$ cat src/verilog/rf_defines.svh
`ifndef RF_DEFINES_SVH
`define RF_DEFINES_SVH

// width of one data word
`define RF_XLEN 32

// architectural registers, x0 included
`define RF_NREGS 32

// register address width
`define RF_AW 5

// instructions entering per cycle
`define RF_LANES 2

`endif

$ cat src/verilog/rf_pkg.sv
`default_nettype none

`include "rf_defines.svh"

package rf_pkg;

    typedef enum logic [6:0] {
        OP     = 7'b0110011,
        OP_IMM = 7'b0010011
    } opcode_e;

    typedef enum logic [2:0] {
        ADD = 3'd0,
        SUB = 3'd1,
        AND = 3'd2,
        OR  = 3'd3,
        XOR = 3'd4
    } alu_op_e;

    // register-register layout
    typedef struct packed {
        logic [6:0]        funct7;
        logic [`RF_AW-1:0] rs2;
        logic [`RF_AW-1:0] rs1;
        logic [2:0]        funct3;
        logic [`RF_AW-1:0] rd;
        logic [6:0]        opcode;
    } r_form_s;

    // immediate layout, same rs1/rd/opcode positions
    typedef struct packed {
        logic [11:0]       imm12;
        logic [`RF_AW-1:0] rs1;
        logic [2:0]        funct3;
        logic [`RF_AW-1:0] rd;
        logic [6:0]        opcode;
    } i_form_s;

    typedef union packed {
        r_form_s r_form;
        i_form_s i_form;
    } instr_u;

    // one decoded lane with its operands already resolved
    typedef struct packed {
        logic                valid;
        alu_op_e             alu_op;
        logic [`RF_AW-1:0]   rd;
        logic [`RF_XLEN-1:0] a;
        logic [`RF_XLEN-1:0] b;
    } issue_s;

endpackage

`default_nettype wire

$ cat src/verilog/issue_if.sv
`timescale 1ns/1ps
`default_nettype none

`include "rf_defines.svh"

// operand fetch to execute, one entry per lane
// no handshake, a lane only counts with its valid bit set
interface issue_if;

    rf_pkg::issue_s [`RF_LANES-1:0] lane;

    modport fetch (
        output lane
    );

    modport exec (
        input lane
    );

endinterface

`default_nettype wire

$ cat src/verilog/int_exec.sv
`timescale 1ns/1ps
`default_nettype none

`include "rf_defines.svh"

module int_exec (
    input  wire logic                                 clk,
    input  wire logic                                 init,
    input  wire logic                                 flush,

    issue_if.exec                                     iss,

    output logic      [`RF_LANES-1:0][`RF_XLEN-1:0]   exec_result,

    output logic      [`RF_LANES-1:0]                 res_valid,
    output logic      [`RF_LANES-1:0]                 wr_en,
    output logic      [`RF_LANES-1:0][`RF_AW-1:0]     wr_addr,
    output logic      [`RF_LANES-1:0][`RF_XLEN-1:0]   wr_data
);

    logic [`RF_LANES-1:0]               valid_r;
    logic [`RF_LANES-1:0][`RF_AW-1:0]   rd_r;
    logic [`RF_LANES-1:0][`RF_XLEN-1:0] data_r;

    // both alus, also feeding the forwarding path
    always_comb begin
        for (int l = 0; l < `RF_LANES; l++) begin
            case (iss.lane[l].alu_op)
                rf_pkg::ADD: exec_result[l] = iss.lane[l].a + iss.lane[l].b;
                rf_pkg::SUB: exec_result[l] = iss.lane[l].a - iss.lane[l].b;
                rf_pkg::AND: exec_result[l] = iss.lane[l].a & iss.lane[l].b;
                rf_pkg::OR:  exec_result[l] = iss.lane[l].a | iss.lane[l].b;
                rf_pkg::XOR: exec_result[l] = iss.lane[l].a ^ iss.lane[l].b;
                default:     exec_result[l] = '0;
            endcase
        end
    end

    always_ff @(posedge clk or posedge init) begin
        if (init) begin
            valid_r <= '0;
        end else if (flush) begin
            valid_r <= '0;
        end else begin
            for (int l = 0; l < `RF_LANES; l++) begin
                valid_r[l] <= iss.lane[l].valid;
            end
        end
    end

    // result payload, qualified by valid_r
    always_ff @(posedge clk) begin
        for (int l = 0; l < `RF_LANES; l++) begin
            rd_r[l]   <= iss.lane[l].rd;
            data_r[l] <= exec_result[l];
        end
    end

    // x0 targets still report but never write
    for (genvar l = 0; l < `RF_LANES; l++) begin : g_wb
        assign wr_en[l] = valid_r[l] && (rd_r[l] != '0);
    end

    assign res_valid = valid_r;
    assign wr_addr   = rd_r;
    assign wr_data   = data_r;

endmodule

`default_nettype wire

$ cat src/flat_wrapper.sv
// flat-port wrapper written by rule: the top's interface ports become plain ports
module int_exec_flat 
  (clk, init, flush, exec_result, res_valid, wr_en, wr_addr, wr_data, iss_lane);
  issue_if iss_i ();
  input  wire logic clk;
  input  wire logic init;
  input  wire logic flush;
  output logic      [`RF_LANES-1:0][`RF_XLEN-1:0] exec_result;
  output logic      [`RF_LANES-1:0] res_valid;
  output logic      [`RF_LANES-1:0] wr_en;
  output logic      [`RF_LANES-1:0][`RF_AW-1:0] wr_addr;
  output logic      [`RF_LANES-1:0][`RF_XLEN-1:0] wr_data;
  input wire logic [$bits(iss_i.lane)-1:0] iss_lane;
  assign iss_i.lane = iss_lane;
  int_exec u_core (.clk(clk), .init(init), .flush(flush), .iss(iss_i), .exec_result(exec_result), .res_valid(res_valid), .wr_en(wr_en), .wr_addr(wr_addr), .wr_data(wr_data));
endmodule
$ cat config.mk
export PLATFORM = sky130hd
export DESIGN_NAME = int_exec_flat
export DESIGN_NICKNAME = d
export VERILOG_FILES = /design/src/verilog/rf_pkg.sv /design/src/verilog/issue_if.sv /design/src/verilog/int_exec.sv /design/src/flat_wrapper.sv
export VERILOG_INCLUDE_DIRS = /design/src /design/src/verilog
export SDC_FILE = /design/constraint.sdc
export NUM_CORES = 1
export LEC_CHECK = 0
export ABC_CLOCK_PERIOD_IN_PS = 9100
export BUFFER_PORTS_ARGS = -buffer_cell sky130_fd_sc_hd__buf_2
export CORE_ASPECT_RATIO = 1.1
export CORE_MARGIN = 5
export CORE_UTILIZATION = 54
export DETAILED_ROUTE_END_ITERATION = 16
export PLACE_DENSITY_LB_ADDON = 0.05
export SYNTH_ARGS = -nofsm -noshare
export SYNTH_HDL_FRONTEND = slang
export SYNTH_SLANG_ARGS = --single-unit
$ cat constraint.sdc
create_clock -name clk -period 9.1 [get_ports clk]
set_clock_uncertainty 0.15 [all_clocks]
set_input_delay 2.275 -clock clk [delete_from_list [all_inputs] [get_ports clk]]
set_output_delay 2.275 -clock clk [all_outputs]
set_load 0.03 [all_outputs]
# Word level (Yosys, flattened, before mapping)
# Index checks and enable logic that the tools add are counted.
dict set report totals {
  reg_bits 76
  input_bits 149
  output_inout_bits 142
  elab_cells 32
}
dict set report op_classes {
  add_sub_neg 4
  n_eq_ne 8
  mux 3
  n_bitwise 6
  n_reduce_logical 6
}
# cell count
set ops {}
lappend ops {{$pmux W32 S5} 2}
lappend ops {{$add A32 B32 Y32} 2}
lappend ops {{$and A32 B32 Y32} 2}
lappend ops {{$or A32 B32 Y32} 2}
lappend ops {{$sub A32 B32 Y32} 2}
lappend ops {{$xor A32 B32 Y32} 2}
lappend ops {{$eq A3 B2 Y1 const B} 4}
lappend ops {{$reduce_bool A5 Y1} 2}
lappend ops {{$eq A3 B1 Y1 const B} 2}
lappend ops {{$eq A3 B3 Y1 const B} 2}
lappend ops {{$logic_not A3 Y1} 2}
lappend ops {{$logic_and A1 B1 Y1} 2}
lappend ops {{$mux W2} 1}

# Longest topological paths before layout
dict set report logic_depth {
  depth_word 2
  ltp_mapped 19
  mapped_depth_nobuf 18
}

# Worst setup path before layout
# OpenSTA, ideal clock, no wires.
dict set report synth_timing {
  path_kind {in2out}
  startpoint {input iss_lane[77]}
  endpoint {output exec_result[60] in the netlist's numbering}
  t_arrival_ns 6.432
  required_ns 6.675
  setup_slack_ns 0.243
  path_stages 17
  n_path_buf 0
  cell_sequence {or3_1 > or3b_4 > nor2_2 > nand2_2 > or3_4 > o21ai_0 > xnor2_1 > ha_1 > a21o_1 > a21o_1 > a21o_1 > a21o_1 > a221o_1 > a31o_2 > a21oi_1 > xor2_1 > o21ai_0}
}
# item line
set synth_lines {}
lappend synth_lines {{from (decl)} flat_wrapper.sv:13} ;# input wire logic [$bits(iss_i.lane)-1:0] iss_lane;
lappend synth_lines {{to (decl)} flat_wrapper.sv:8} ;# output logic [`RF_LANES-1:0][`RF_XLEN-1:0] exec_result;

==> impl_metrics.yaml <==
setup_path:
  cp.arrival_ns: 6.57
  slowest_delay_ns: 0.45
  crit_cells: 19
  crit_path_start_kind: "primary input"
  cp_max_fo: 6
  path_delay_family: "compound AO/OA/AOI/OAI gates"
  crit_top_cell: "a21o_1"
  endpoint_kind: "output port"
  criticalPathCategory: "in2out"
  cpMaxStageDelayCell: "or3_4"
  required_ns: 6.68
  cp_cell_sequence: "buf_2 > or3_1 > or3b_4 > nor2_2 > nand2_2 > or3_4 > o21ai_0 > xnor2_1 > ha_1 > a21o_1 > a21o_1 > a21o_1 > a21o_1 > a221o_1 > a31o_2 > a21oi_1 > xor2_1 > o21ai_1 > buf_2"
  path_buf_inv: 2
timing:
  setup_slack_ns: 0.1073
  max-slew-margin-rel_pct: 26.44
  rsz0062_at_grt: "true"
  worstMarginPinSlew_ns: 1.103
  min_period_over_period_pct: 98.82
  fmax_mhz: 111.2
  fin_crit_ns: 8.993
  finalSetupViolCount: 0
  slew_viol_final: 0
  finalHoldViolations: 0
floorplanning:
  pin_count: 291
  initial_core_util_pct: 55.05
  die_w_um: 138.2
  rows: 51
  die_area_um2: 20880
  die_height_um: 151.0
  core_area_um2: 17740
synthesis:
  ys_seq_area_share_pct: 15.68
  syn_area_per_cell_um2: 7.594
  synth_nets: 1629
  synth_warnings: 0
  syn-cell-area_um2: 9766
  yosys.area.top_type: "ha_1"
  yosys.area.top_type_share_pct: 24.60
  ys_ff_latch: 76
  ys.flop_type: "dfxtp_1"
  synth_area_leaders: "ha_1 (25%), dfxtp_1 (15%), xnor2_1 (8.3%)"
  async_reset_ff_share_pct: 2.632
  synth_edf_count: 0
  synthCells: 1286
  synth.distinct_cells: 62
detailed_routing:
  drt_first_pass_iters: 5
  drc_errors: 0
  wire_per_inst_um: 16.87
  vias: 10250
  vias_per_cell: 5.681
  postRouteAntennaNets: 0
  drt_iter0_drc: 461
  routed_wl_um: 30430
final_layout:
  areaGrowthSynthToFinish_pct: 21.26
  final_util_pct: 66.75
  multi_input_area_um2: 7475
  layout.nets: 1903
  seqCellArea_um2: 1531
  n_fill_cell: 1638
  design_area_um2: 11840
  layout-drive-gt1-share_pct: 22.24
placement:
  dpl.hpwl_um: 24500
  dp_slack_ns: 0.05641
  port_buffers: 290
  gp_congestion: 0.9667
  place_area_um2: 11500
min_path:
  worstHoldPathType: "in2async"
grt:
  track_usage_pct: 27.62
  grt_max_degree: 54
  grt_overflow: 0
  grt_pass1_wl_um: 48020
  grt_pass1_vias: 10080
  antenna_found_initial: 1
clocking:
  h-tree-depth: 3
  holdBufCountCts: 0
  clock-sinks: 76
  cts_tree: "built"
  cts_buffers: 9
  clk_pin_slew_ns: 0.07
  cts_root_buffer: "clkbuf_16"
  cts_buffer_depth: 2
pwr:
  vdd_drop_max_mv: 0.1052
  p_leak_nw: 6.189
  power_density_nw_per_um2: 140.3
flow_run:
  cap_violations: 0
status:
  status: "finished, final reports clean"
## power breakdown
group          switching (mW)  internal, mW
clock network           0.161         0.242
registers             0.00910         0.378
logic                   0.562         0.309
## kinds of logic (layout without fill, tap and decap cells)
| family | count (synthesis) | after routing | synth area share [%] |
|---|---|---|---|
| xor+xnor | 115 | 115 | 10.31 |
| buf+inv | 205 | 484 | 7.880 |
| flops | 76 | 76 | 15.68 |
| fa+ha+maj | 194 | 194 | 25.01 |
| simple gates | 286 | 286 | 14.21 |
| mux | 16 | 16 | 1.640 |
| other cells | 0 | 1 | 0 |
| compound gates | 394 | 394 | 25.27 |
## repair_timing
item,in CTS,in global routing
resized for setup,0,3
buffers inserted,0,0
setup endpoints to repair,0,4
## layer usage
metal	track usage [%]	routed length [µm]
met5	0	0
met4	10.23	810
met3	4.768	1762
met2	52.03	15510
met1	31.31	12350
## Yosys cell counts (21+ instances only)
library cell	count
o21ai_0	101
nand2_1	62
xor2_1	22
inv_1	154
dfxtp_1	74
a211oi_1	39
nand3_1	24
xnor2_1	93
a21oi_1	110
clkbuf_1	49
ha_1	192
nor2_1	92
a31oi_1	21
a21o_1	31
## registers in the layout (all words and copies together) (netlist names)
register and count:
u_core.wr_addr 10, u_core.res_valid 2, u_core.wr_data 64
## metrics by stage
step	total power, mW	cells	TNS (ns)	hold slack (ns)
floorplan	1.003	1286	0	1.866
CTS	1.664	1803	0	1.595
global placement	1.250	1787	0	1.975
global route	1.762	1804	-0.09027	1.599
finish	1.661	1804	0	1.604
detailed placement	1.258	1787	0	1.975
## cell usage in the layout, fill, tap and decap left out, types with 8 or more instances in the layout
master	synthesis	layout
clkbuf_16	0	9
o31ai_1	13	13
a21o_1	31	31
nor2_1	92	92
a211oi_1	39	39
a31oi_1	21	21
o21bai_1	8	8
and3_1	9	9
nor3_1	20	20
nor2b_1	11	11
xor2_1	22	22
or3_1	10	10
and2_1	9	9
ha_1	192	192
nand2_1	62	62
dfxtp_1	74	74
mux2i_1	16	16
buf_4	0	24
a22oi_1	13	13
inv_1	154	154
buf_2	0	290
nand3_1	24	24
o21ai_0	101	100
xnor2_1	93	93
a21oi_1	110	109
nand2b_1	14	14
## worst max path at each step
stage,slack [ns],to,startpoint
CTS,0.04,exec_result[60],iss_lane[77]
detailed placement,0.06,exec_result[60],iss_lane[77]
finish,0.11,exec_result[60],iss_lane[77]
floorplan,0.24,exec_result[60],iss_lane[77]
global route,-0.09,exec_result[60],iss_lane[77]
global placement,0.11,exec_result[60],iss_lane[77]
## cell type report
cell class	count	area share [%]
Antenna cell	1	0.02113
Clock inverter	7	0.8453
Multi-Input combinational cell	1005	63.12
Clock buffer	9	1.902
Sequential cell	76	12.93
Inverter	154	4.882
Timing Repair Buffer	314	13.78
Tap cell	238	2.515
Power figures use the tool's default switching activity.
