`src/verilog/rf_defines.svh`:
```
`ifndef RF_DEFINES_SVH
`define RF_DEFINES_SVH

// width of one data word
`define RF_XLEN 32

// architectural registers, x0 included
`define RF_NREGS 32

// register address width
`define RF_AW 5

// instructions entering per cycle
`define RF_LANES 2

`endif

```
`src/verilog/rf_pkg.sv`:
```
`default_nettype none

`include "rf_defines.svh"

package rf_pkg;

    typedef enum logic [6:0] {
        OP     = 7'b0110011,
        OP_IMM = 7'b0010011
    } opcode_e;

    typedef enum logic [2:0] {
        ADD = 3'd0,
        SUB = 3'd1,
        AND = 3'd2,
        OR  = 3'd3,
        XOR = 3'd4
    } alu_op_e;

    // register-register layout
    typedef struct packed {
        logic [6:0]        funct7;
        logic [`RF_AW-1:0] rs2;
        logic [`RF_AW-1:0] rs1;
        logic [2:0]        funct3;
        logic [`RF_AW-1:0] rd;
        logic [6:0]        opcode;
    } r_form_s;

    // immediate layout, same rs1/rd/opcode positions
    typedef struct packed {
        logic [11:0]       imm12;
        logic [`RF_AW-1:0] rs1;
        logic [2:0]        funct3;
        logic [`RF_AW-1:0] rd;
        logic [6:0]        opcode;
    } i_form_s;

    typedef union packed {
        r_form_s r_form;
        i_form_s i_form;
    } instr_u;

    // one decoded lane with its operands already resolved
    typedef struct packed {
        logic                valid;
        alu_op_e             alu_op;
        logic [`RF_AW-1:0]   rd;
        logic [`RF_XLEN-1:0] a;
        logic [`RF_XLEN-1:0] b;
    } issue_s;

endpackage

`default_nettype wire

```
`src/verilog/issue_if.sv`:
```
`timescale 1ns/1ps
`default_nettype none

`include "rf_defines.svh"

// operand fetch to execute, one entry per lane
// no handshake, a lane only counts with its valid bit set
interface issue_if;

    rf_pkg::issue_s [`RF_LANES-1:0] lane;

    modport fetch (
        output lane
    );

    modport exec (
        input lane
    );

endinterface

`default_nettype wire

```
`src/verilog/operand_fetch.sv`:
```
`timescale 1ns/1ps
`default_nettype none

`include "rf_defines.svh"

module operand_fetch (
    input  wire logic                                     clk,
    input  wire logic                                     init,
    input  wire logic                                     flush,

    input  wire logic [`RF_LANES-1:0]                     in_valid,
    input  wire logic [`RF_LANES-1:0][`RF_XLEN-1:0]       in_instr,

    output logic      [2*`RF_LANES-1:0][`RF_AW-1:0]       rd_addr,
    input  wire logic [2*`RF_LANES-1:0][`RF_XLEN-1:0]     rd_data,

    input  wire logic [`RF_LANES-1:0]                     wr_en,
    input  wire logic [`RF_LANES-1:0][`RF_AW-1:0]         wr_addr,
    input  wire logic [`RF_LANES-1:0][`RF_XLEN-1:0]       wr_data,

    input  wire logic [`RF_LANES-1:0][`RF_XLEN-1:0]       exec_result,

    issue_if.fetch                                        iss
);

    rf_pkg::issue_s [`RF_LANES-1:0] bundle_r;
    rf_pkg::issue_s [`RF_LANES-1:0] bundle_next;

    // newest older producer wins and lane 1 beats lane 0 within a stage
    function automatic logic [`RF_XLEN-1:0] fwd(
        input logic [`RF_AW-1:0]   src,
        input logic [`RF_XLEN-1:0] rf_val
    );
        logic [`RF_XLEN-1:0] val;
        val = rf_val;
        // writeback stage where wr_en already excludes x0
        for (int l = 0; l < `RF_LANES; l++) begin
            if (wr_en[l] && (wr_addr[l] == src)) begin
                val = wr_data[l];
            end
        end
        // group now in execute
        for (int l = 0; l < `RF_LANES; l++) begin
            if (bundle_r[l].valid && (bundle_r[l].rd != '0) && (bundle_r[l].rd == src)) begin
                val = exec_result[l];
            end
        end
        return val;
    endfunction

    // rs1 sits at the same bits in both views
    for (genvar l = 0; l < `RF_LANES; l++) begin : g_addr
        rf_pkg::instr_u word;
        assign word           = in_instr[l];
        assign rd_addr[2*l]   = word.r_form.rs1;
        assign rd_addr[2*l+1] = word.r_form.rs2;
    end

    always_comb begin
        rf_pkg::instr_u      w;
        rf_pkg::alu_op_e     op;
        logic                ok;
        logic                base_f7;
        logic [`RF_XLEN-1:0] imm;
        for (int l = 0; l < `RF_LANES; l++) begin
            w       = in_instr[l];
            op      = rf_pkg::ADD;
            ok      = 1'b0;
            base_f7 = (w.r_form.funct7 == 7'b0000000);
            imm     = {{(`RF_XLEN-12){w.i_form.imm12[11]}}, w.i_form.imm12};
            case (w.r_form.opcode)
                rf_pkg::OP: begin
                    case (w.r_form.funct3)
                        3'b000: begin
                            ok = base_f7 || (w.r_form.funct7 == 7'b0100000);
                            op = base_f7 ? rf_pkg::ADD : rf_pkg::SUB;
                        end
                        3'b111: begin
                            ok = base_f7;
                            op = rf_pkg::AND;
                        end
                        3'b110: begin
                            ok = base_f7;
                            op = rf_pkg::OR;
                        end
                        3'b100: begin
                            ok = base_f7;
                            op = rf_pkg::XOR;
                        end
                        default: ok = 1'b0;
                    endcase
                end
                // addi runs on the adder
                rf_pkg::OP_IMM: ok = (w.i_form.funct3 == 3'b000);
                default: ok = 1'b0;
            endcase
            bundle_next[l].valid  = in_valid[l] && ok;
            bundle_next[l].alu_op = op;
            bundle_next[l].rd     = w.r_form.rd;
            bundle_next[l].a      = fwd(w.r_form.rs1, rd_data[2*l]);
            if (w.r_form.opcode == rf_pkg::OP_IMM) begin
                bundle_next[l].b = imm;
            end else begin
                bundle_next[l].b = fwd(w.r_form.rs2, rd_data[2*l+1]);
            end
        end
    end

    // flush drops whatever was sampled this cycle
    always_ff @(posedge clk or posedge init) begin
        if (init) begin
            bundle_r <= '0;
        end else if (flush) begin
            bundle_r <= '0;
        end else begin
            bundle_r <= bundle_next;
        end
    end

    assign iss.lane = bundle_r;

endmodule

`default_nettype wire

```
`src/flat_wrapper.sv`:
```
// flat-port wrapper written by rule: the top's interface ports become plain ports
module operand_fetch_flat 
  (clk, init, flush, in_valid, in_instr, rd_addr, rd_data, wr_en, wr_addr, wr_data, exec_result, iss_lane);
  issue_if iss_i ();
  input  wire logic clk;
  input  wire logic init;
  input  wire logic flush;
  input  wire logic [`RF_LANES-1:0] in_valid;
  input  wire logic [`RF_LANES-1:0][`RF_XLEN-1:0] in_instr;
  output logic      [2*`RF_LANES-1:0][`RF_AW-1:0] rd_addr;
  input  wire logic [2*`RF_LANES-1:0][`RF_XLEN-1:0] rd_data;
  input  wire logic [`RF_LANES-1:0] wr_en;
  input  wire logic [`RF_LANES-1:0][`RF_AW-1:0] wr_addr;
  input  wire logic [`RF_LANES-1:0][`RF_XLEN-1:0] wr_data;
  input  wire logic [`RF_LANES-1:0][`RF_XLEN-1:0] exec_result;
  output wire logic [$bits(iss_i.lane)-1:0] iss_lane;
  assign iss_lane = iss_i.lane;
  operand_fetch u_core (.clk(clk), .init(init), .flush(flush), .in_valid(in_valid), .in_instr(in_instr), .rd_addr(rd_addr), .rd_data(rd_data), .wr_en(wr_en), .wr_addr(wr_addr), .wr_data(wr_data), .exec_result(exec_result), .iss(iss_i));
endmodule
```
`config.mk`:
```
export PLATFORM = sky130hd
export DESIGN_NAME = operand_fetch_flat
export DESIGN_NICKNAME = d
export VERILOG_FILES = /design/src/verilog/rf_pkg.sv /design/src/verilog/issue_if.sv /design/src/verilog/operand_fetch.sv /design/src/flat_wrapper.sv
export VERILOG_INCLUDE_DIRS = /design/src /design/src/verilog
export SDC_FILE = /design/constraint.sdc
export NUM_CORES = 1
export LEC_CHECK = 0
export BUFFER_PORTS_ARGS = -buffer_cell sky130_fd_sc_hd__buf_2
export CORE_AREA = 2 2 194 196
export DETAILED_ROUTE_END_ITERATION = 7
export DIE_AREA = 0 0 196 198
export GPL_ROUTABILITY_DRIVEN = 0
export GPL_TIMING_DRIVEN = 0
export MAX_ROUTING_LAYER = met4
export PLACE_DENSITY_LB_ADDON = 0.1
export SETUP_SLACK_MARGIN = 0.05
export SLEW_MARGIN = 20
export SYNTH_ARGS = -nofsm -noshare
export SYNTH_HDL_FRONTEND = slang
export SYNTH_SLANG_ARGS = --single-unit
```
`constraint.sdc`:
```
create_clock -name clk -period 10.7 [get_ports clk]
set_input_delay 1.07 -clock clk [delete_from_list [all_inputs] [get_ports clk]]
set_output_delay 1.07 -clock clk [all_outputs]
set_load 0.005 [all_outputs]
```
### Yosys cells after proc, flatten, opt, wreduce, memory -nomap -nowiden

Cells that the tools add are included.

| storage, ports and cells | value |
|---|---|
| word-level logic and storage cells | 97 |
| memory bits (read-only) | 0 |
| bits in latches | 0 |
| memories | 0 |
| RAM bits | 0 |
| flip-flop bits (word level) | 146 |
| input bits | 337 |
| output and inout bits | 166 |

| operators by class | value |
|---|---|
| $lt $le $gt $ge | 0 |
| div/mod/pow operators | 0 |
| add/subtract/negate cells | 0 |
| equal/unequal tests | 28 |
| shift-type cells | 0 |
| muxes and demuxes | 29 |
| multiply operators | 0 |
| bitwise operators | 0 |
| reduce and logical (&&, ||, !) cells | 30 |

Operators by type and width:

| kind | number |
|---|---|
| $mux 32 | 18 |
| $mux 146 | 1 |
| $eq 5x5->1 | 16 |
| $eq 7x6->1 const B | 4 |
| $pmux 3 s4 | 2 |
| $logic_and 1x1->1 | 20 |
| $eq 3x3->1 const B | 6 |
| $eq 7x5->1 const B | 2 |
| $logic_not 7->1 | 2 |
| $reduce_bool 5->1 | 2 |
| $pmux 1 s2 | 4 |
| $logic_not 3->1 | 2 |
| $mux 3 | 2 |
| $reduce_or 3->1 | 2 |
| $logic_or 1x1->1 | 2 |
| $mux 1 | 2 |

### Logic depth before layout (Yosys ltp)

| depth | value |
|---|---|
| depth in word-level cells | 8 |
| mapped depth | 9 |
| gate-level depth less buffers | 6 |

### Worst setup path before layout

Ideal clock, no wire load.

| timing | value |
|---|---|
| path kind | input port to flip-flop |
| start | input port in_instr[48] in the netlist's numbering |
| end | register u_core.bundle_r (netlist bit u_core.iss.lane[107]) |
| library setup time | 0.083 ns |
| stages | 8 |
| buffers on the path | 2 |
| data arrival time | 2.800 ns |
| slack | 7.818 ns |
| required time | 10.617 ns |
| cells stage by stage | clkbuf_1 xnor2_1 nand4_1 nor3_2 clkbuf_1 mux2i_1 a211o_1 o21ai_0 |

| between the ends | value |
|---|---|
| longest elaborated chain between the ends | 7 |
| elaborated cells between the ends (all ways) | 13 |
| those cells by class | eq/ne: 4; mux: 5; reduce/logical: 4 |

RTL lines:

| item | RTL line | source |
|---|---|---|
| start, declared | flat_wrapper.sv:9 | `` input wire logic [`RF_LANES-1:0][`RF_XLEN-1:0] in_instr; `` |
| $eq 5x5->1 | operand_fetch.sv:38 | `if (wr_en[l] && (wr_addr[l] == src)) begin` |
| $logic_and 1x1->1 | operand_fetch.sv:38 |  |
| $mux 32 (2 in series) | operand_fetch.sv:38 |  |
| $mux 32 | operand_fetch.sv:44 | `if (bundle_r[l].valid && (bundle_r[l].rd != '0) && (bundle_r[l].rd == src)) begin` |
| $mux 32 (*) | operand_fetch.sv:44 |  |
| $mux 146 (*) | operand_fetch.sv:113 | `end else if (flush) begin` |
| end signal, assigned | operand_fetch.sv:116 | `bundle_r <= bundle_next;` |
| end, declared | operand_fetch.sv:26 | `` rf_pkg::issue_s [`RF_LANES-1:0] bundle_r; `` |

Every way passes the cells marked *; elsewhere a longest branch is shown, timed or not.

### Worst setup path in the final report

| timing | value |
|---|---|
| start | input port in_instr[23] in the netlist's numbering |
| end | register u_core.bundle_r (netlist bit u_core.iss.lane[26]) |

| between the ends | value |
|---|---|
| longest elaborated chain between the ends | 8 |
| elaborated cells between the ends (all ways) | 14 |
| those cells by class | eq/ne: 4; mux: 6; reduce/logical: 4 |

RTL lines:

| item | RTL line | source |
|---|---|---|
| $eq 5x5->1 | operand_fetch.sv:38 |  |
| $logic_and 1x1->1 | operand_fetch.sv:38 |  |
| $mux 32 (2 in series) | operand_fetch.sv:38 |  |
| $mux 32 | operand_fetch.sv:44 |  |
| $mux 32 (*) | operand_fetch.sv:44 |  |
| $mux 32 (*) | operand_fetch.sv:101 | `if (w.r_form.opcode == rf_pkg::OP_IMM) begin` |
| $mux 146 (*) | operand_fetch.sv:113 |  |

Marked as above.

==> results.cfg <==
[run_status]
status = completed

[clock_tree]
cts_resized = 0
clock-sinks = 146
clk_pin_slew_ns = 0.06
cts_buffer_depth = 2
numCtsBuffers = 17
holdBufCountCts = 0
worstSkewPairLatency_ns = 0.46
clockRootBuffer = clkbuf_16
postCtsSetupBuffers = 0
cts_tree = built
ctsHtreeMaxLevel = 4

[logic_synthesis]
synthCells = 1269
avgSynthCellArea_um2 = 8.36
yosysMostFrequentCell = dfrtp_1
syn-num-nets = 1606
synth_top_cell_by_area = dfrtp_1
synthesis.area_um2 = 10600
yosysSeqAreaShare_pct = 34.5
ys_top_cells_by_area = dfrtp_1 (34%), a211o_1 (6.2%), mux2i_1 (6.1%), a21oi_1 (5.7%), nor2_1 (5.1%)
synth_edf_count = 0
synthArstFlopShare_pct = 100
synth_top_area_share_pct = 34.5
synth_seq_cells = 146
yosysWarnings = 0
synth_common_cells = dfrtp_1 (146), nor2_1 (145), nand2_1 (130)
ys_types = 44
synthFlopType = dfrtp_1

[place]
port_buffers = 489
dp_cells = 2235
dpl_cell_area_um2 = 13700
dp_hpwl_um = 44800

[critical_path]
r2r-end = u_core.iss.lane[26]$_DFF_PP0_
crit_path_end_kind = flop
required_ns = 11.07
cp_max_fo = 10
critPathArrivalTime_ns = 3.98
r2r_start = u_core.iss.lane[68]$_DFF_PP0_
worstRegToRegCells = 8
path_class = input pin to flop
r2r_setup_slack_ns = 7.37
startpoint_type = input pin

[cells_and_area]
seq_area_um2 = 3650
postLayoutCellArea_um2 = 14300
multi_input_area_um2 = 6240
layoutNonFillerInstCount = 2278
drive_gt1_share_pct = 32.9
area_growth_syn_to_layout_pct = 34.6
largest_register_ffs = 146
fillCellCount = 3986
nets = 2117

[sta]
rsz0062_at_grt = false
final.setup.tns_ns = 0
fmax_mhz = 277
hold_violations = 0
fin_crit_ns = 3.61
fin_worst_skew_ns = 0.00821
setup_viol = 0
slew_headroom_pct = 24.9
tightest_slew_ns = 1.12
final_max_slew_viol_count = 0
period_share_pct = 33.7

[floorplanning]
coreArea_um2 = 37000
dieArea_um2 = 38800
rows = 71
die_height_um = 198
initial_utilization_pct = 28.7
io_pins = 503
die_x_um = 196

[detailed_routing]
vias = 12600
wl_per_cell_um = 26.0
wirelength_um = 59200
drc_errors = 0
antenna_left = 0
viasPerCell = 5.52
drtIter0Drc = 1001
drtPass1Iterations = 5

[power_and_ir_drop]
powerDensity_nw_per_um2 = 106
ir_worst_vdd_mv = 0.124
power_leakage_nw = 7.14

[hold_path]
min_path_type = input pin to asynchronous set/reset pin

[global_route]
grt.overflow.total = 0
grt_pass1_vias = 12600
grtUsageTotal_pct = 30.7
antenna_found_initial = 13
grt_pass1_wl_um = 84200
grt_max_degree = 86

[flow_run]
maxCapViolations = 0
==> placed cells by master (no fill, tap or decap), drive strengths merged, types with 3 or more instances in the layout <==
cell,count
buf,532
dfrtp,146
nor2,145
nand2,130
clkbuf,130
a21oi,121
a211o,75
mux2i,65
o21ai,57
and3,56
xnor2,42
xor2,38
a311o,32
a22oi,32
a311oi,22
mux2,21
a221oi,21
o31ai,21
a31oi,21
nor4,17
nand3,14
diode,13
nor2b,11
clkinv,7
inv,6
or4,5
nand4,3
clkinvlp,3
nor3,3
==> worst max-delay path, cell delays in order <==
cell and delay, ns:
clkbuf_1 0.34, xnor2_1 0.17, nand3_1 0.11, nor4_2 0.69, clkbuf_1 0.51, clkbuf_1 0.61, a221oi_1 0.22, a21oi_1 0.23
==> routing by layer <==
metal | up-vias | wire [um] | global-route usage, %
li1 | 5657 | - | -
met1 | 6108 | 25600 | 39.8
met2 | 703 | 27500 | 48.3
met3 | 109 | 4580 | 6.52
met4 | 0 | 1560 | 9.40
met5 | - | 0 | -
==> metrics by stage <==
stage               setup slack (ns)  total power [mW]  util [%]  hold slack (ns)
floorplan                       5.71             0.750         -            0.823
global placement                3.28             0.938      36.9            0.974
detailed placement              6.65             0.940      37.1            0.975
CTS                             7.12              1.53      38.5            0.649
global route                    6.89              1.58      38.6            0.665
finish                          7.09              1.52      38.6            0.629
==> cell families after synthesis <==
family	share of synthesized area, %
buffers and inverters	6.88
XOR/XNOR	6.61
AND/OR/NAND/NOR	16.9
AO/OA/AOI/OAI	26.8
flip-flops	34.5
multiplexers	8.37
==> area by class of cell <==
cell class | instances | share of cell area [%]
Buffer | 151 | 4.95
Sequential cell | 146 | 25.6
Inverter | 6 | 0.210
Clock buffer | 19 | 3.10
Clock inverter | 11 | 0.640
Timing Repair Buffer | 492 | 17.4
Tap cell | 474 | 4.15
Antenna cell | 13 | 0.228
Multi-Input combinational cell | 966 | 43.7
==> where the power goes <==
group	switching [mW]	internal, mW
Clock	0.263	0.320
Combinational	0.191	0.148
Sequential	0.00954	0.584
==> worst max path at each step <==
stage	from	to	slack [ns]	depth (start not counted)
final	in_instr[23]	u_core.iss.lane[26]$_DFF_PP0_	7.09	8
after global placement	init	u_core.iss.lane[137]$_DFF_PP0_	3.28	2
after floorplan	init	u_core.iss.lane[0]$_DFF_PP0_	5.71	1
after detailed placement	in_instr[23]	u_core.iss.lane[26]$_DFF_PP0_	6.65	8
after CTS	in_instr[23]	u_core.iss.lane[26]$_DFF_PP0_	7.12	8
after global routing	in_instr[23]	u_core.iss.lane[26]$_DFF_PP0_	6.89	8
(Power assumes the default switching activity.)
